`src/fifo_demo_pkg.sv`:
```
// fifo demo shared definitions for entry width, key requests, segment signs and push data
`default_nettype none

package fifo_demo_pkg;

  // width of one fifo entry, the pattern table below is built for nibbles
  localparam int fifo_width = 4;

  // request decoded from the two key pairs on a sampling tick
  typedef enum logic [1:0]
  {
    req_idle     = 2'd0,
    req_push     = 2'd1,
    req_pop      = 2'd2,
    req_push_pop = 2'd3
  } req_t;

  // fixed sequence of nibbles pushed into the fifo, indexed by the write index
  localparam logic [fifo_width - 1:0] pattern_table [0:15] =
    '{ 4'h2, 4'h6, 4'hd, 4'hb, 4'h7, 4'he, 4'hc, 4'h4,
       4'h1, 4'h0, 4'h9, 4'ha, 4'hf, 4'h5, 4'h8, 4'h3 };

  //----------------------------------------------------------------------
  // seven-segment encoding, abcdefgh with segment a in bit 7

  // top bar only
  localparam logic [7:0] sign_full  = 8'b1000_0000;
  // bottom bar only
  localparam logic [7:0] sign_empty = 8'b0001_0000;

  // hex digit to segments, dot always off
  function automatic logic [7:0] hex_segments (input logic [fifo_width - 1:0] nibble);
    logic [7:0] seg;
    case (nibble)
      4'h0: seg = 8'b1111_1100;
      4'h1: seg = 8'b0110_0000;
      4'h2: seg = 8'b1101_1010;
      4'h3: seg = 8'b1111_0010;
      4'h4: seg = 8'b0110_0110;
      4'h5: seg = 8'b1011_0110;
      4'h6: seg = 8'b1011_1110;
      4'h7: seg = 8'b1110_0000;
      4'h8: seg = 8'b1111_1110;
      4'h9: seg = 8'b1111_0110;
      4'ha: seg = 8'b1110_1110;
      4'hb: seg = 8'b0011_1110;
      4'hc: seg = 8'b1001_1100;
      4'hd: seg = 8'b0111_1010;
      4'he: seg = 8'b1001_1110;
      default: seg = 8'b1000_1110;
    endcase
    return seg;
  endfunction

endpackage

`default_nettype wire

```
`src/tick_gen.sv`:
```
// sampling tick generator, one-cycle enable pulse every 2**tick_log clock cycles
`timescale 1ns/100ps
`default_nettype none

module tick_gen
#(
  parameter tick_log = 26
)
(
  input  wire  clk,
  input  wire  rst_n,
  output logic tick
);

  //----------------------------------------------------------------------
  // free-running cycle counter

  logic [tick_log - 1:0] cnt;

  always_ff @(posedge clk)
  begin
    if (!rst_n)
    begin
      cnt <= '0;
    end
    else
    begin
      // wraps to zero on its own after all ones
      cnt <= cnt + 1'b1;
    end
  end

  // tick on the last count of each period
  // stands in for a divided clock, so the whole design stays on clk
  assign tick = &cnt;

endmodule

`default_nettype wire

```
`src/key_request.sv`:
```
// key request decoder, synchronizes active-low keys and makes qualified push and pop pulses
`timescale 1ns/100ps
`default_nettype none

module key_request
  import fifo_demo_pkg::*;
#(
  parameter w_key = 4
)
(
  input  wire                 clk,
  input  wire                 rst_n,
  input  wire [w_key - 1:0]   key,
  input  wire                 tick,
  input  wire                 full,
  input  wire                 empty,
  output logic                push,
  output logic                pop
);

  //----------------------------------------------------------------------
  // two-flop synchronizer, keys idle high

  logic [w_key - 1:0] key_meta;
  logic [w_key - 1:0] key_sync;

  always_ff @(posedge clk)
  begin
    if (!rst_n)
    begin
      key_meta <= '1;
      key_sync <= '1;
    end
    else
    begin
      key_meta <= key;
      key_sync <= key_meta;
    end
  end

  //----------------------------------------------------------------------
  // pair decode

  logic push_pressed;
  logic pop_pressed;
  req_t request;

  // either key of a pair pulled low counts as a press
  assign push_pressed = (key_sync [3:2] != 2'b11);
  assign pop_pressed  = (key_sync [1:0] != 2'b11);

  always_comb
  begin
    case ({push_pressed, pop_pressed})
      2'b10:   request = req_push;
      2'b01:   request = req_pop;
      2'b11:   request = req_push_pop;
      default: request = req_idle;
    endcase
  end

  // only on the tick, and only when the fifo can take it
  // a blocked request is simply lost, nothing is queued
  always_comb
  begin
    push = 1'b0;
    pop  = 1'b0;
    if (tick)
    begin
      case (request)
        req_push:     push = ~full;
        req_pop:      pop  = ~empty;
        req_push_pop:
        begin
          push = ~full;
          pop  = ~empty;
        end
        default:      ;
      endcase
    end
  end

endmodule

`default_nettype wire

```
`src/pattern_source.sv`:
```
// push data source, walks the pattern table one step per accepted push
`timescale 1ns/100ps
`default_nettype none

module pattern_source
  import fifo_demo_pkg::*;
(
  input  wire                      clk,
  input  wire                      rst_n,
  input  wire                      push,
  output logic [fifo_width - 1:0]  write_data
);

  //----------------------------------------------------------------------
  // write index

  // 16-entry table, so a nibble-wide index wraps 15 -> 0 by itself
  logic [fifo_width - 1:0] wr_index;

  always_ff @(posedge clk)
  begin
    if (!rst_n)
    begin
      wr_index <= '0;
    end
    else if (push)
    begin
      // advances with the same edge that stores the current value
      wr_index <= wr_index + 1'b1;
    end
  end

  //----------------------------------------------------------------------
  // table lookup

  // always shows the value the next push will store
  assign write_data = pattern_table [wr_index];

endmodule

`default_nettype wire

```
`src/fifo_ff_counter.sv`:
```
// flip-flop fifo with wrapping read and write pointers and an occupancy counter
`timescale 1ns/100ps
`default_nettype none

module fifo_ff_counter
  import fifo_demo_pkg::*;
#(
  parameter depth = 5
)
(
  input  wire                             clk,
  input  wire                             rst_n,
  input  wire                             push,
  input  wire                             pop,
  input  wire  [fifo_width - 1:0]         write_data,
  output logic [fifo_width - 1:0]         read_data,
  output logic                            empty,
  output logic                            full,
  output logic [$clog2(depth + 1) - 1:0]  count,
  output logic [fifo_width - 1:0]         wr_ptr,
  output logic [fifo_width - 1:0]         rd_ptr
);

  // pointers are nibble wide so they can go straight to a display digit
  localparam logic [fifo_width - 1:0] last_ptr = fifo_width'(depth - 1);

  // low pointer bits that address one of the depth entries
  localparam int w_addr = (depth > 1) ? $clog2(depth) : 1;

  // step a pointer, wrapping after the last entry
  function automatic logic [fifo_width - 1:0] next_ptr (input logic [fifo_width - 1:0] ptr);
    logic [fifo_width - 1:0] nxt;
    if (ptr == last_ptr)
      nxt = '0;
    else
      nxt = ptr + 1'b1;
    return nxt;
  endfunction

  //----------------------------------------------------------------------
  // storage

  logic [fifo_width - 1:0] data [0:depth - 1];

  always_ff @(posedge clk)
  begin
    if (!rst_n)
    begin
      for (int i = 0; i < depth; i++)
        data [i] <= '0;
    end
    else if (push)
    begin
      data [wr_ptr [w_addr - 1:0]] <= write_data;
    end
  end

  // head entry, valid whenever empty is low
  assign read_data = data [rd_ptr [w_addr - 1:0]];

  //----------------------------------------------------------------------
  // pointers and occupancy

  // push on full and pop on empty are filtered upstream
  always_ff @(posedge clk)
  begin
    if (!rst_n)
    begin
      wr_ptr <= '0;
      rd_ptr <= '0;
      count  <= '0;
    end
    else
    begin
      if (push)
        wr_ptr <= next_ptr (wr_ptr);
      if (pop)
        rd_ptr <= next_ptr (rd_ptr);

      // push and pop together leave count alone
      case ({push, pop})
        2'b10:   count <= count + 1'b1;
        2'b01:   count <= count - 1'b1;
        default: ;
      endcase
    end
  end

  // flags come straight from the counter
  assign empty = (count == '0);
  assign full  = (count == ($clog2(depth + 1))'(depth));

endmodule

`default_nettype wire

```
`src/fifo_display.sv`:
```
// multiplexed seven-segment driver for fifo state with empty and full sign overlay
`timescale 1ns/100ps
`default_nettype none

module fifo_display
  import fifo_demo_pkg::*;
#(
  parameter w_digit  = 8,
            scan_log = 10
)
(
  input  wire                      clk,
  input  wire                      rst_n,
  input  wire [fifo_width - 1:0]   write_data,
  input  wire [fifo_width - 1:0]   wr_ptr,
  input  wire [fifo_width - 1:0]   rd_ptr,
  input  wire [fifo_width - 1:0]   read_data,
  input  wire                      empty,
  input  wire                      full,
  output logic [7:0]               abcdefgh,
  output logic [w_digit - 1:0]     digit
);

  localparam int w_sel = (w_digit > 1) ? $clog2(w_digit) : 1;

  //----------------------------------------------------------------------
  // scan timing

  logic [scan_log - 1:0] scan_cnt;
  logic [w_sel - 1:0]    sel;
  logic [w_sel - 1:0]    sel_next;

  always_ff @(posedge clk)
  begin
    if (!rst_n)
      scan_cnt <= '0;
    else
      scan_cnt <= scan_cnt + 1'b1;
  end

  // move to the next digit at the end of each scan period
  always_comb
  begin
    sel_next = sel;
    if (&scan_cnt)
    begin
      if (sel == w_sel'(w_digit - 1))
        sel_next = '0;
      else
        sel_next = sel + 1'b1;
    end
  end

  //----------------------------------------------------------------------
  // nibble and overlay for the digit about to be shown

  logic [fifo_width - 1:0] nibble;
  logic [7:0]              seg_next;

  // digit 0 is the rightmost, digits above 3 stay at zero
  always_comb
  begin
    case (sel_next)
      0:       nibble = read_data;
      1:       nibble = rd_ptr;
      2:       nibble = wr_ptr;
      3:       nibble = write_data;
      default: nibble = '0;
    endcase
  end

  always_comb
  begin
    if (sel_next == 0 && empty)
      seg_next = sign_empty;
    else if (sel_next == 3 && full)
      seg_next = sign_full;
    else
      seg_next = hex_segments (nibble);
  end

  //----------------------------------------------------------------------
  // output registers

  // select and segments load together so they never disagree
  always_ff @(posedge clk)
  begin
    if (!rst_n)
    begin
      sel      <= '0;
      digit    <= w_digit'(1);
      abcdefgh <= sign_empty;
    end
    else
    begin
      sel      <= sel_next;
      digit    <= w_digit'(1) << sel_next;
      abcdefgh <= seg_next;
    end
  end

endmodule

`default_nettype wire

```
`src/fifo_demo_top.sv`:
```
// fifo demo top level, keys push and pop a pattern fifo shown on leds and the display
`timescale 1ns/100ps
`default_nettype none

module fifo_demo_top
  import fifo_demo_pkg::*;
#(
  parameter tick_log   = 26,
            fifo_depth = 5,
            scan_log   = 10,
            w_key      = 4,
            w_led      = 8,
            w_digit    = 8
)
(
  input  wire                   clk,
  input  wire                   rst_n,
  input  wire  [w_key   - 1:0]  key,
  output logic [w_led   - 1:0]  led,
  output logic [7:0]            abcdefgh,
  output logic [w_digit - 1:0]  digit
);

  localparam int w_count = $clog2(fifo_depth + 1);

  logic                    tick;
  logic                    push;
  logic                    pop;
  logic [fifo_width - 1:0] write_data;
  logic [fifo_width - 1:0] read_data;
  logic                    empty;
  logic                    full;
  logic [w_count - 1:0]    count;
  logic [fifo_width - 1:0] wr_ptr;
  logic [fifo_width - 1:0] rd_ptr;

  //----------------------------------------------------------------------
  // request path

  tick_gen #(.tick_log (tick_log)) i_tick_gen
  (
    .clk   (clk),
    .rst_n (rst_n),
    .tick  (tick)
  );

  key_request #(.w_key (w_key)) i_key_request
  (
    .clk   (clk),
    .rst_n (rst_n),
    .key   (key),
    .tick  (tick),
    .full  (full),
    .empty (empty),
    .push  (push),
    .pop   (pop)
  );

  pattern_source i_pattern_source
  (
    .clk        (clk),
    .rst_n      (rst_n),
    .push       (push),
    .write_data (write_data)
  );

  //----------------------------------------------------------------------
  // fifo and outputs

  fifo_ff_counter #(.depth (fifo_depth)) i_fifo
  (
    .clk        (clk),
    .rst_n      (rst_n),
    .push       (push),
    .pop        (pop),
    .write_data (write_data),
    .read_data  (read_data),
    .empty      (empty),
    .full       (full),
    .count      (count),
    .wr_ptr     (wr_ptr),
    .rd_ptr     (rd_ptr)
  );

  fifo_display #(.w_digit (w_digit), .scan_log (scan_log)) i_display
  (
    .clk        (clk),
    .rst_n      (rst_n),
    .write_data (write_data),
    .wr_ptr     (wr_ptr),
    .rd_ptr     (rd_ptr),
    .read_data  (read_data),
    .empty      (empty),
    .full       (full),
    .abcdefgh   (abcdefgh),
    .digit      (digit)
  );

  // full on the leftmost led, then occupancy, head value on the right
  assign led = w_led'({full, count, read_data});

endmodule

`default_nettype wire

```
`config.mk`:
```
export PLATFORM = sky130hd
export DESIGN_NAME = fifo_demo_top
export DESIGN_NICKNAME = d
export VERILOG_FILES = /design/src/fifo_demo_pkg.sv /design/src/tick_gen.sv /design/src/key_request.sv /design/src/pattern_source.sv /design/src/fifo_ff_counter.sv /design/src/fifo_display.sv /design/src/fifo_demo_top.sv
export SDC_FILE = /design/constraint.sdc
export NUM_CORES = 1
export LEC_CHECK = 0
export BUFFER_PORTS_ARGS = -buffer_cell sky130_fd_sc_hd__buf_4
export CORE_MARGIN = 8
export CORE_UTILIZATION = 41
export CTS_CLUSTER_SIZE = 12
export DETAILED_ROUTE_END_ITERATION = 10
export HOLD_SLACK_MARGIN = 0.15
export PLACE_DENSITY = 0.55
export SYNTH_ARGS = -nofsm -noshare
export SYNTH_HDL_FRONTEND = slang
export SYNTH_SLANG_ARGS = --single-unit
```
`constraint.sdc`:
```
create_clock -name clk -period 3.15 [get_ports clk]
set_clock_uncertainty 0.1 [all_clocks]
set_input_delay 0.315 -clock clk [delete_from_list [all_inputs] [get_ports clk]]
set_output_delay 0.315 -clock clk [all_outputs]
set_load 0.02 [all_outputs]
```
==> qor.yml, run 1 <==
dp_slack_ns: 0.0936
syn-cell-area_sq_um: 5380
crit_path_end_kind: "flip-flop"
grt_setup_unrepaired: "no"
grt_pass1_vias: 3689
syn-num-nets: 542
slowest_stage: "or4_4"
finalCritPeriodShare_pct: 96.3
synth-edff-count: 32
synth_top_area_share_pct: 29.7
cpPeakStageDelay_ns: 0.45
crit_top_cell: "ha_1"
final_common_cell: "dfxtp_1"
hold_end: "i_key_request.key_sync[0]"
critPathLaunchType: "flip-flop"
cts_tree: "done"
yosys.area.top_type: "dfxtp_1"
setup_slack_ns: 0.117
crit_chain: "ha_1 > ha_1 > nand2b_1 > or4_4 > and2_4 > mux2i_1 > o22a_2 > ha_1 > inv_1 > o2111a_1 > a311o_1"
die-area_sq_um: 17100
status: "completed"
drt_iter0_markers: 242
htreeDepth: 3
drc_errors: 0
mostFrequentLayoutCells: "79 x dfxtp_1, 57 x nor2_1, 52 x buf_4"
clock_latency_ns: 0.35
multi_input_area_sq_um: 2600
hold_depth: 2
routed_wirelength_mm: 11.0
synthArstFlopShare_pct: 0
synthTopCellsByArea: "dfxtp_1 30%, edfxtp_1 18%, ha_1 4.4%"
path_max_fanout: 5
fin_crit_ns: 3.03
reg2regPathDepth: 11
reg2reg_slack_ns: 0.12
die_y_microns: 131
power_leakage_nw: 2.33
place_congestion: 0.753
clock_sinks: 112
cpLargestDelayFamily: "simple AND/OR/NAND/NOR gates"
grt_max_degree: 44
core_sq_um: 13000
hp-class: "in2reg"
area_growth_pct: 15.1
grt_remaining_overflow: 0
max-slew-margin-rel_pct: 44.3
clock_path_buffers: 2
synth.avg_cell_area_sq_um: 10.4
min_from: "rst_n"
num_vias: 3737
cp.required_ns: 3.29
finalSetupViolCount: 0
p_total_mw: 2.73
r2r-end: "i_display.abcdefgh[4]"
drive_gt1_share_pct: 17.9
grtUsageTotal_pct: 14.1
tns_ns: 0
wl_per_cell_microns: 14.9
ant_nets: 0
dp_hpwl_mm: 8.04
grt_pass1_wl_mm: 18.6
tightest_slew_ns: 0.828
slew_viol_final: 0
synth_seq_cells: 112
p_per_area_nw_per_um2: 440
fp.dieW_microns: 131
r2r_start: "i_display.sel[1]"
ys_types: 72
io_buffers: 28
ios: 30
yosysSeqAreaShare_pct: 47.6
ir_drop_mv: 0.228
synth_cells: 516
cts.clk_slew.worst_paths_ns: 0.07
initial_utilization_pct: 41.3
cts_buffers: 9
fin_nets: 585
critPathArrivalTime_ns: 3.17
antenna_cells: 0
cts_root_buffer: "clkbuf_16"
yosys_most_used_dff: "dfxtp_1"
drt-pass1-iter-count: 4
num_rows: 42
crit_type: "reg2reg"
antenna_found_initial: 0
path_buf_inv: 1
max_cap_violations: 0
yosys_warnings: 0
regArea_sq_um: 2560
timing.fmax_mhz: 330
hold_viol_final: 0
via_per_inst: 5.05
fill_cells: 1271
-- cell usage after synthesis, drive strengths merged, types with 3 or more instances --
cell type and number:
a211oi 4, a21boi 5, a21o 3, a21oi 18
and2 20, and3 10, and4 6, buf 12
clkbuf 12, dfxtp 80, edfxtp 32, ha 19
inv 24, mux2 6, mux2i 11, mux4 9
nand2 37, nand2b 14, nand3 21, nand4 12
nor2 58, nor2b 5, nor3 8, nor4 3
o21ai 15, o31ai 5, or3 7, xnor2 18
xor2 14
-- report_power, final --
part | total [mW] | internal, mW | switching, mW | leakage [nW]
clock | 1.10 | 0.605 | 0.499 | 0.146
combinational | 0.114 | 0.0539 | 0.0606 | 1.24
sequential | 1.51 | 1.50 | 0.0101 | 0.947
total | 2.73 | 2.16 | 0.570 | 2.33
-- cells by family (layout without fill, tap and decap cells) --
group,Yosys count,count (layout),share of synthesized area (%)
compound gates,70,70,9.62
xor+xnor,32,32,5.21
fa+ha+maj,20,20,4.79
buf+inv,49,97,4.42
flops,112,112,47.6
mux,26,26,7.79
other cells,1,1,0.0697
simple gates,206,206,20.5
-- flip-flops by register name, indices dropped and copies added (netlist names), named ones only --
signal	flops
i_fifo.wr_ptr	4
i_tick_gen.cnt	26
i_pattern_source.wr_index	4
i_display.sel	3
i_key_request.key_sync	4
i_fifo.rd_ptr	4
i_display.digit	8
i_display.abcdefgh	7
i_fifo.count	3
i_fifo.data	32
i_key_request.key_meta	4
i_display.scan_cnt	10
-- metrics by stage --
stage / area [sq um] / hold slack (ns) / util [%] / instances
5_1_grt: 6200 / 0.287 / 47.6 / 740
4_1_cts: 6170 / 0.258 / 47.3 / 739
2_1_floorplan: 5380 / 0.286 / - / 516
3_3_place_gp: 5840 / 0.297 / 44.8 / 719
6_report: 6200 / 0.256 / 47.6 / 740
3_5_place_dp: 5840 / 0.300 / 44.8 / 719
-- final cells by class --
type	instances	area share, %
Inverter	25	1.51
Timing Repair Buffer	56	6.94
Sequential cell	112	41.4
Clock inverter	2	0.182
Tap cell	176	3.55
Clock buffer	14	4.44
Multi-Input combinational cell	355	42.0
-- how the worst max path moves through the flow --
stage | start | to | cells after the start
global route | i_display.sel[1] | i_display.abcdefgh[4] | 11
detailed placement | i_display.sel[1] | i_display.abcdefgh[7] | 10
CTS | i_display.sel[1] | i_display.abcdefgh[7] | 10
global placement | i_display.sel[1] | i_display.abcdefgh[4] | 11
finish | i_display.sel[1] | i_display.abcdefgh[4] | 11
floorplan | i_display.sel[0] | i_display.abcdefgh[7] | 11
-- routing by layer --
metal	track usage (%)	share of wire (%)
met4	6.08	1.2
met2	23.6	49
met3	3.90	4.5
met1	16.7	45
met5	0	0
-- timing repair --
item / in CTS / in global routing
gates resized for setup: 0 / 7
setup buffers: 0 / 1
hold buffers: 4 / 0
endpoints found under the hold margin: 4 / 0
endpoints found under the setup margin: 0 / 4
Power figures use the tool's default switching activity.
==> run 2, diff against run 1 <==
--- a/config.mk
+++ b/config.mk
@@ -11,6 +11,7 @@
 export CTS_CLUSTER_SIZE = 12
 export DETAILED_ROUTE_END_ITERATION = 10
 export HOLD_SLACK_MARGIN = 0.15
+export MAX_ROUTING_LAYER = met4
 export PLACE_DENSITY = 0.55
 export SYNTH_ARGS = -nofsm -noshare
 export SYNTH_HDL_FRONTEND = slang
==> qor.yml, run 2 (same netlist as run 1, synthesis figures left out) <==
status: "completed"
clock_sinks: 112  # unchanged
cts_buffers: 9  # unchanged
die_y_microns: 131  # unchanged
worstSetupStartpoint: "i_display.sel[1]"
largest_reg_flops: 32  # unchanged
finalSetupViolCount: 0  # unchanged
num_vias: 3746  # +0.24%
cts_tree: "done"
final_core_util_pct: 47.6  # unchanged
fill_cells: 1271  # unchanged
die-area_sq_um: 17100  # unchanged
grtUsageTotal_pct: 14.5  # +0.42 points
cts.clk_slew.worst_paths_ns: 0.07  # about the same
slowest_stage: "or4_4"
htreeDepth: 3  # unchanged
via_per_inst: 5.06  # +0.24%
crit_type: "reg2reg"
tns_ns: 0  # unchanged
ir_drop_mv: 0.228  # about the same
fp.dieW_microns: 131  # unchanged
finalCritPeriodShare_pct: 96.3  # about the same
reg_top3: "i_fifo.data: 32 flops, i_tick_gen.cnt: 26 flops, i_display.scan_cnt: 10 flops"
hp-class: "in2reg"
routed_wirelength_mm: 11.0  # about the same
worst-path-stages: 11  # unchanged
p_total_mw: 2.73  # +0.15%
cpLargestDelayFamily: "simple AND/OR/NAND/NOR gates"
io_buffers: 28  # unchanged
crit_end: "i_display.abcdefgh[4]"
final_area_sq_um: 6200  # unchanged
path_buf_inv: 1  # unchanged
fin_nets: 585  # unchanged
wl_per_cell_microns: 14.9  # about the same
max-slew-margin-rel_pct: 44.3  # about the same
cts_root_buffer: "clkbuf_16"
reg2regPathDepth: 11  # unchanged
p_per_area_nw_per_um2: 441  # +0.15%
grt_max_degree: 44  # unchanged
place_area_sq_um: 5840  # unchanged
crit_chain: "ha_1 > ha_1 > nand2b_1 > or4_4 > and2_4 > mux2i_1 > o22a_2 > ha_1 > inv_1 > o2111a_1 > a311o_1"
max_cap_violations: 0  # unchanged
ios: 30  # unchanged
power_leakage_nw: 2.33  # unchanged
largest-register: "i_fifo.data"
path_max_fanout: 5  # unchanged
timing.fmax_mhz: 330  # about the same
cpPeakStageDelay_ns: 0.45  # about the same
antenna_found_initial: 0  # unchanged
grt_remaining_overflow: 0  # unchanged
crit_top_cell: "ha_1"
r2r_start: "i_display.sel[1]"
drive_gt1_share_pct: 17.9  # unchanged
clock_path_buffers: 2  # unchanged
area_growth_pct: 15.1  # unchanged
final_common_cell: "dfxtp_1"
r2r-end: "i_display.abcdefgh[4]"
core_sq_um: 13000  # unchanged
tightest_slew_ns: 0.828  # +0.000295 ns
cp.required_ns: 3.29  # about the same
reg2reg_slack_ns: 0.12  # about the same
drc_errors: 0  # unchanged
drt_iter0_markers: 217  # -10%
ant_nets: 0  # unchanged
dp_hpwl_mm: 8.04  # unchanged
grt_pass1_vias: 3682  # -0.19%
num_rows: 42  # unchanged
slew_viol_final: 0  # unchanged
grt_setup_unrepaired: "no"
fin_crit_ns: 3.03  # -0.000119 ns
hold_viol_final: 0  # unchanged
drt-pass1-iter-count: 4  # unchanged
crit_path_end_kind: "flip-flop"
critPathLaunchType: "flip-flop"
critPathArrivalTime_ns: 3.17  # about the same
place_congestion: 0.762  # +1.3%
grt_pass1_wl_mm: 18.6  # about the same
antenna_cells: 0  # unchanged
mostFrequentLayoutCells: "79 x dfxtp_1, 57 x nor2_1, 52 x buf_4"
initial_utilization_pct: 41.3  # unchanged
clock_latency_ns: 0.35  # about the same
-- run 2: how the worst min path moves through the flow --
stage | from | to | cells after the start
2_1_floorplan | i_key_request.key_meta[0] | i_key_request.key_sync[0] | 1
3_3_place_gp | i_key_request.key_meta[1] | i_key_request.key_sync[1] | 1
3_5_place_dp | i_key_request.key_meta[2] | i_key_request.key_sync[2] | 1
4_1_cts | rst_n | i_key_request.key_sync[0] | 2
5_1_grt | rst_n | i_key_request.key_meta[3] | 2
6_report | rst_n | i_key_request.key_sync[0] | 2
-- run 2: power by group --
group / switching (mW) / leakage (nW) / internal (mW)
Clock: 0.503 / 0.146 / 0.605
Sequential: 0.0100 / 0.947 / 1.50
Combinational: 0.0609 / 1.24 / 0.0539
Total: 0.574 / 2.33 / 2.16
-- run 2: final cells by class --
type | instances | area (sq um) | area share [%]
multi-input combinational | 355 | 2600 | 42.0
sequential | 112 | 2560 | 41.4
timing repair buffer | 56 | 430 | 6.94
clock buffer | 14 | 275 | 4.44
tap | 176 | 220 | 3.55
inverter | 25 | 93.8 | 1.51
clock inverter | 2 | 11.3 | 0.182
-- run 2: what timing repair did --
item	4_1_cts	5_1_grt
endpoints found under the setup margin	0	4
hold endpoints to repair	4	0
hold buffers	4	0
gates resized for setup	0	7
setup buffers	0	1
-- run 2: stage by stage --
step	std cells	hold slack, ns	setup WS [ns]
5_1_grt	740	0.287	0.00283
3_5_place_dp	719	0.300	0.0936
4_1_cts	739	0.258	0.0564
3_3_place_gp	719	0.297	0.131
6_report	740	0.258	0.117
2_1_floorplan	516	0.286	0.0557
-- run 2: metal layers --
metal | up-vias | wire (microns) | GRT usage (%) | share of wire (%)
li1 | 1907 | - | - | -
met1 | 1769 | 5090 | 16.8 | 46
met2 | 61 | 5360 | 23.6 | 49
met3 | 9 | 410 | 3.77 | 3.7
met4 | 0 | 163 | 6.08 | 1.5
met5 | - | 0 | - | 0
==> run 3, diff against run 2 <==
--- a/config.mk
+++ b/config.mk
@@ -6,13 +6,15 @@
 export NUM_CORES = 1
 export LEC_CHECK = 0
 export BUFFER_PORTS_ARGS = -buffer_cell sky130_fd_sc_hd__buf_4
+export CELL_PAD_IN_SITES_DETAIL_PLACEMENT = 0
+export CELL_PAD_IN_SITES_GLOBAL_PLACEMENT = 1
 export CORE_MARGIN = 8
 export CORE_UTILIZATION = 41
 export CTS_CLUSTER_SIZE = 12
 export DETAILED_ROUTE_END_ITERATION = 10
 export HOLD_SLACK_MARGIN = 0.15
 export MAX_ROUTING_LAYER = met4
-export PLACE_DENSITY = 0.55
+export PLACE_DENSITY = 0.68
 export SYNTH_ARGS = -nofsm -noshare
 export SYNTH_HDL_FRONTEND = slang
 export SYNTH_SLANG_ARGS = --single-unit
==> qor.yml, run 3 (same netlist as run 1, synthesis figures left out) <==
num_vias: 3762  # +0.43%
slowest_stage: "or4_4"
cts_tree: "done"
tns_ns: 0  # unchanged
timing.fmax_mhz: 323  # -1.9%
grtUsageTotal_pct: 14.3  # -0.27 points
setup_slack_ns: 0.0588  # -0.0587 ns
p_per_area_nw_per_um2: 444  # +0.83%
max-slew-margin-rel_pct: 56.8  # +13 points
area_growth_pct: 16.0
finalSetupViolCount: 0  # unchanged
power_frac_seq_pct: 54.4  # -0.9 points
timing.hold.ws_ns: 0.255  # -0.00263 ns
reg2reg_slack_ns: 0.06  # -0.06 ns
final_core_util_pct: 47.9  # +0.36 points
tightest_slew_ns: 0.642  # -0.186 ns
htreeDepth: 3  # unchanged
r2r-end: "i_display.abcdefgh[4]"
fin_nets: 588  # +0.51%
power_frac_comb_pct: 4.1  # about the same
drt-pass1-iter-count: 4  # unchanged
critPathLaunchType: "flip-flop"
worstSetupStartpoint: "i_display.sel[1]"
largest_reg_flops: 32  # unchanged
cpLargestDelayFamily: "compound AO/OA/AOI/OAI gates"
drive_gt1_share_pct: 18.7  # +0.79 points
wl_met2_mm: 5.26  # -1.8%
wl_per_cell_microns: 14.9  # about the same
crit_path_end_kind: "flip-flop"
wl_met1_mm: 5.19  # +1.9%
cts_buffers: 9  # unchanged
largest-register: "i_fifo.data"
regArea_sq_um: 2560  # about the same
cts_root_buffer: "clkbuf_16"
crit_end: "i_display.abcdefgh[4]"
io_buffers: 28  # unchanged
route.met3.wl_microns: 409  # -0.24%
slew_viol_final: 0  # unchanged
antenna_cells: 0  # unchanged
dp_slack_ns: 0.0372  # -0.0563 ns
antenna_found_initial: 0  # unchanged
fp.dieW_microns: 131  # unchanged
p_switching_mw: 0.607  # +5.8%
routed_wirelength_mm: 11.1  # +0.34%
ios: 30  # unchanged
grt_pass1_vias: 3598  # -2.3%
drt_iter0_markers: 249  # +15%
core_sq_um: 13000  # unchanged
num_rows: 42  # unchanged
grt_max_degree: 44  # unchanged
crit_type: "reg2reg"
reg2regPathDepth: 11  # unchanged
max_cap_violations: 0  # unchanged
die-area_sq_um: 17100  # unchanged
reg_top3: "i_fifo.data: 32 flops, i_tick_gen.cnt: 26 flops, i_display.scan_cnt: 10 flops"
hp-class: "in2reg"
grt_pass1_wl_mm: 18.3  # -1.8%
r2r_start: "i_display.sel[1]"
grt_remaining_overflow: 0  # unchanged
path_buf_inv: 1  # unchanged
status: "completed"
die_y_microns: 131  # unchanged
cp.required_ns: 3.29  # about the same
hold_viol_final: 0  # unchanged
place_congestion: 0.818  # +7.3%
fin_crit_ns: 3.09  # +0.0587 ns
mostFrequentLayoutCells: "80 x dfxtp_1, 57 x nor2_1, 55 x buf_4"
top_layer: "met4"
p_clk_share_pct: 41.5  # +1.0 points
p_int_mw: 2.17  # +0.49%
hold_depth: 2  # unchanged
final_common_cell: "dfxtp_1"
dp_hpwl_mm: 8.02  # -0.28%
power_leakage_nw: 2.35  # +0.66%
clock_sinks: 112  # unchanged
clock_latency_ns: 0.36  # about the same
ir_drop_mv: 0.211  # -7.4%
via_per_inst: 5.06  # about the same
fill_cells: 1215  # -4.4%
cts.clk_slew.worst_paths_ns: 0.08  # about the same
ant_nets: 0  # unchanged
critPathArrivalTime_ns: 3.23  # +0.06 ns
multi_input_area_sq_um: 2620  # +0.72%
finalCritPeriodShare_pct: 98.1  # +1.9 points
path_max_fanout: 5  # unchanged
switching_share_pct: 21.9  # +0.86 points
crit_chain: "ha_1 > ha_1 > nand2b_4 > or4_4 > and2_4 > mux2i_1 > o22a_2 > ha_1 > inv_1 > o2111a_1 > a311o_1"
clock_path_buffers: 2  # unchanged
drc_errors: 0  # unchanged
worst-path-stages: 11  # unchanged
cpPeakStageDelay_ns: 0.45  # about the same
grt_setup_unrepaired: "yes"
crit_top_cell: "ha_1"
initial_utilization_pct: 41.3  # unchanged
[run 3: worst min path at each step]
stage                         startpoint                         to
3_3_place_gp   i_key_request.key_meta[1]  i_key_request.key_sync[1]
6_report                           rst_n  i_key_request.key_meta[2]
3_5_place_dp   i_key_request.key_meta[1]  i_key_request.key_sync[1]
2_1_floorplan  i_key_request.key_meta[0]  i_key_request.key_sync[0]
5_1_grt                            rst_n  i_key_request.key_meta[2]
4_1_cts                            rst_n  i_key_request.key_meta[0]
[run 3: metal layers]
| metal | track usage [%] | up-vias |
|---|---|---|
| li1 | - | 1914 |
| met1 | 17.3 | 1771 |
| met2 | 22.5 | 63 |
| met3 | 3.04 | 14 |
| met4 | 6.41 | 0 |
| met5 | - | - |
[run 3: area by class of cell]
| cell class | instances | share of cell area (%) |
|---|---|---|
| clock buffers | 9 | 3.61 |
| flip-flops and latches | 112 | 41.0 |
| well taps | 176 | 3.53 |
| multi-input cells | 355 | 42.0 |
| inverters | 25 | 1.50 |
| repair buffers | 59 | 7.25 |
| clock inverters | 7 | 1.10 |
[run 3: metrics by stage]
step | instance area (sq um) | cells | power [mW]
floorplan | 5380 | 516 | 1.62
global placement | 5870 | 722 | 1.65
detailed placement | 5870 | 722 | 1.65
CTS | 6200 | 742 | 2.80
global route | 6250 | 743 | 2.88
finish | 6250 | 743 | 2.78
[run 3: power by group through the flow]
| stage | registers, mW | logic (mW) | clock network (mW) |
|---|---|---|---|
| floorplan | 1.54 | 0.0786 | 0 |
| global placement | 1.54 | 0.108 | 0 |
| detailed placement | 1.54 | 0.109 | 0 |
| CTS | 1.51 | 0.114 | 1.18 |
| global route | 1.51 | 0.126 | 1.25 |
| finish | 1.51 | 0.115 | 1.15 |
[run 3: timing repair]
action,4_1_cts,5_1_grt
hold buffers,4,0
setup buffers,0,1
hold endpoints to repair,4,0
setup endpoints to repair,0,4
resized for setup,0,8
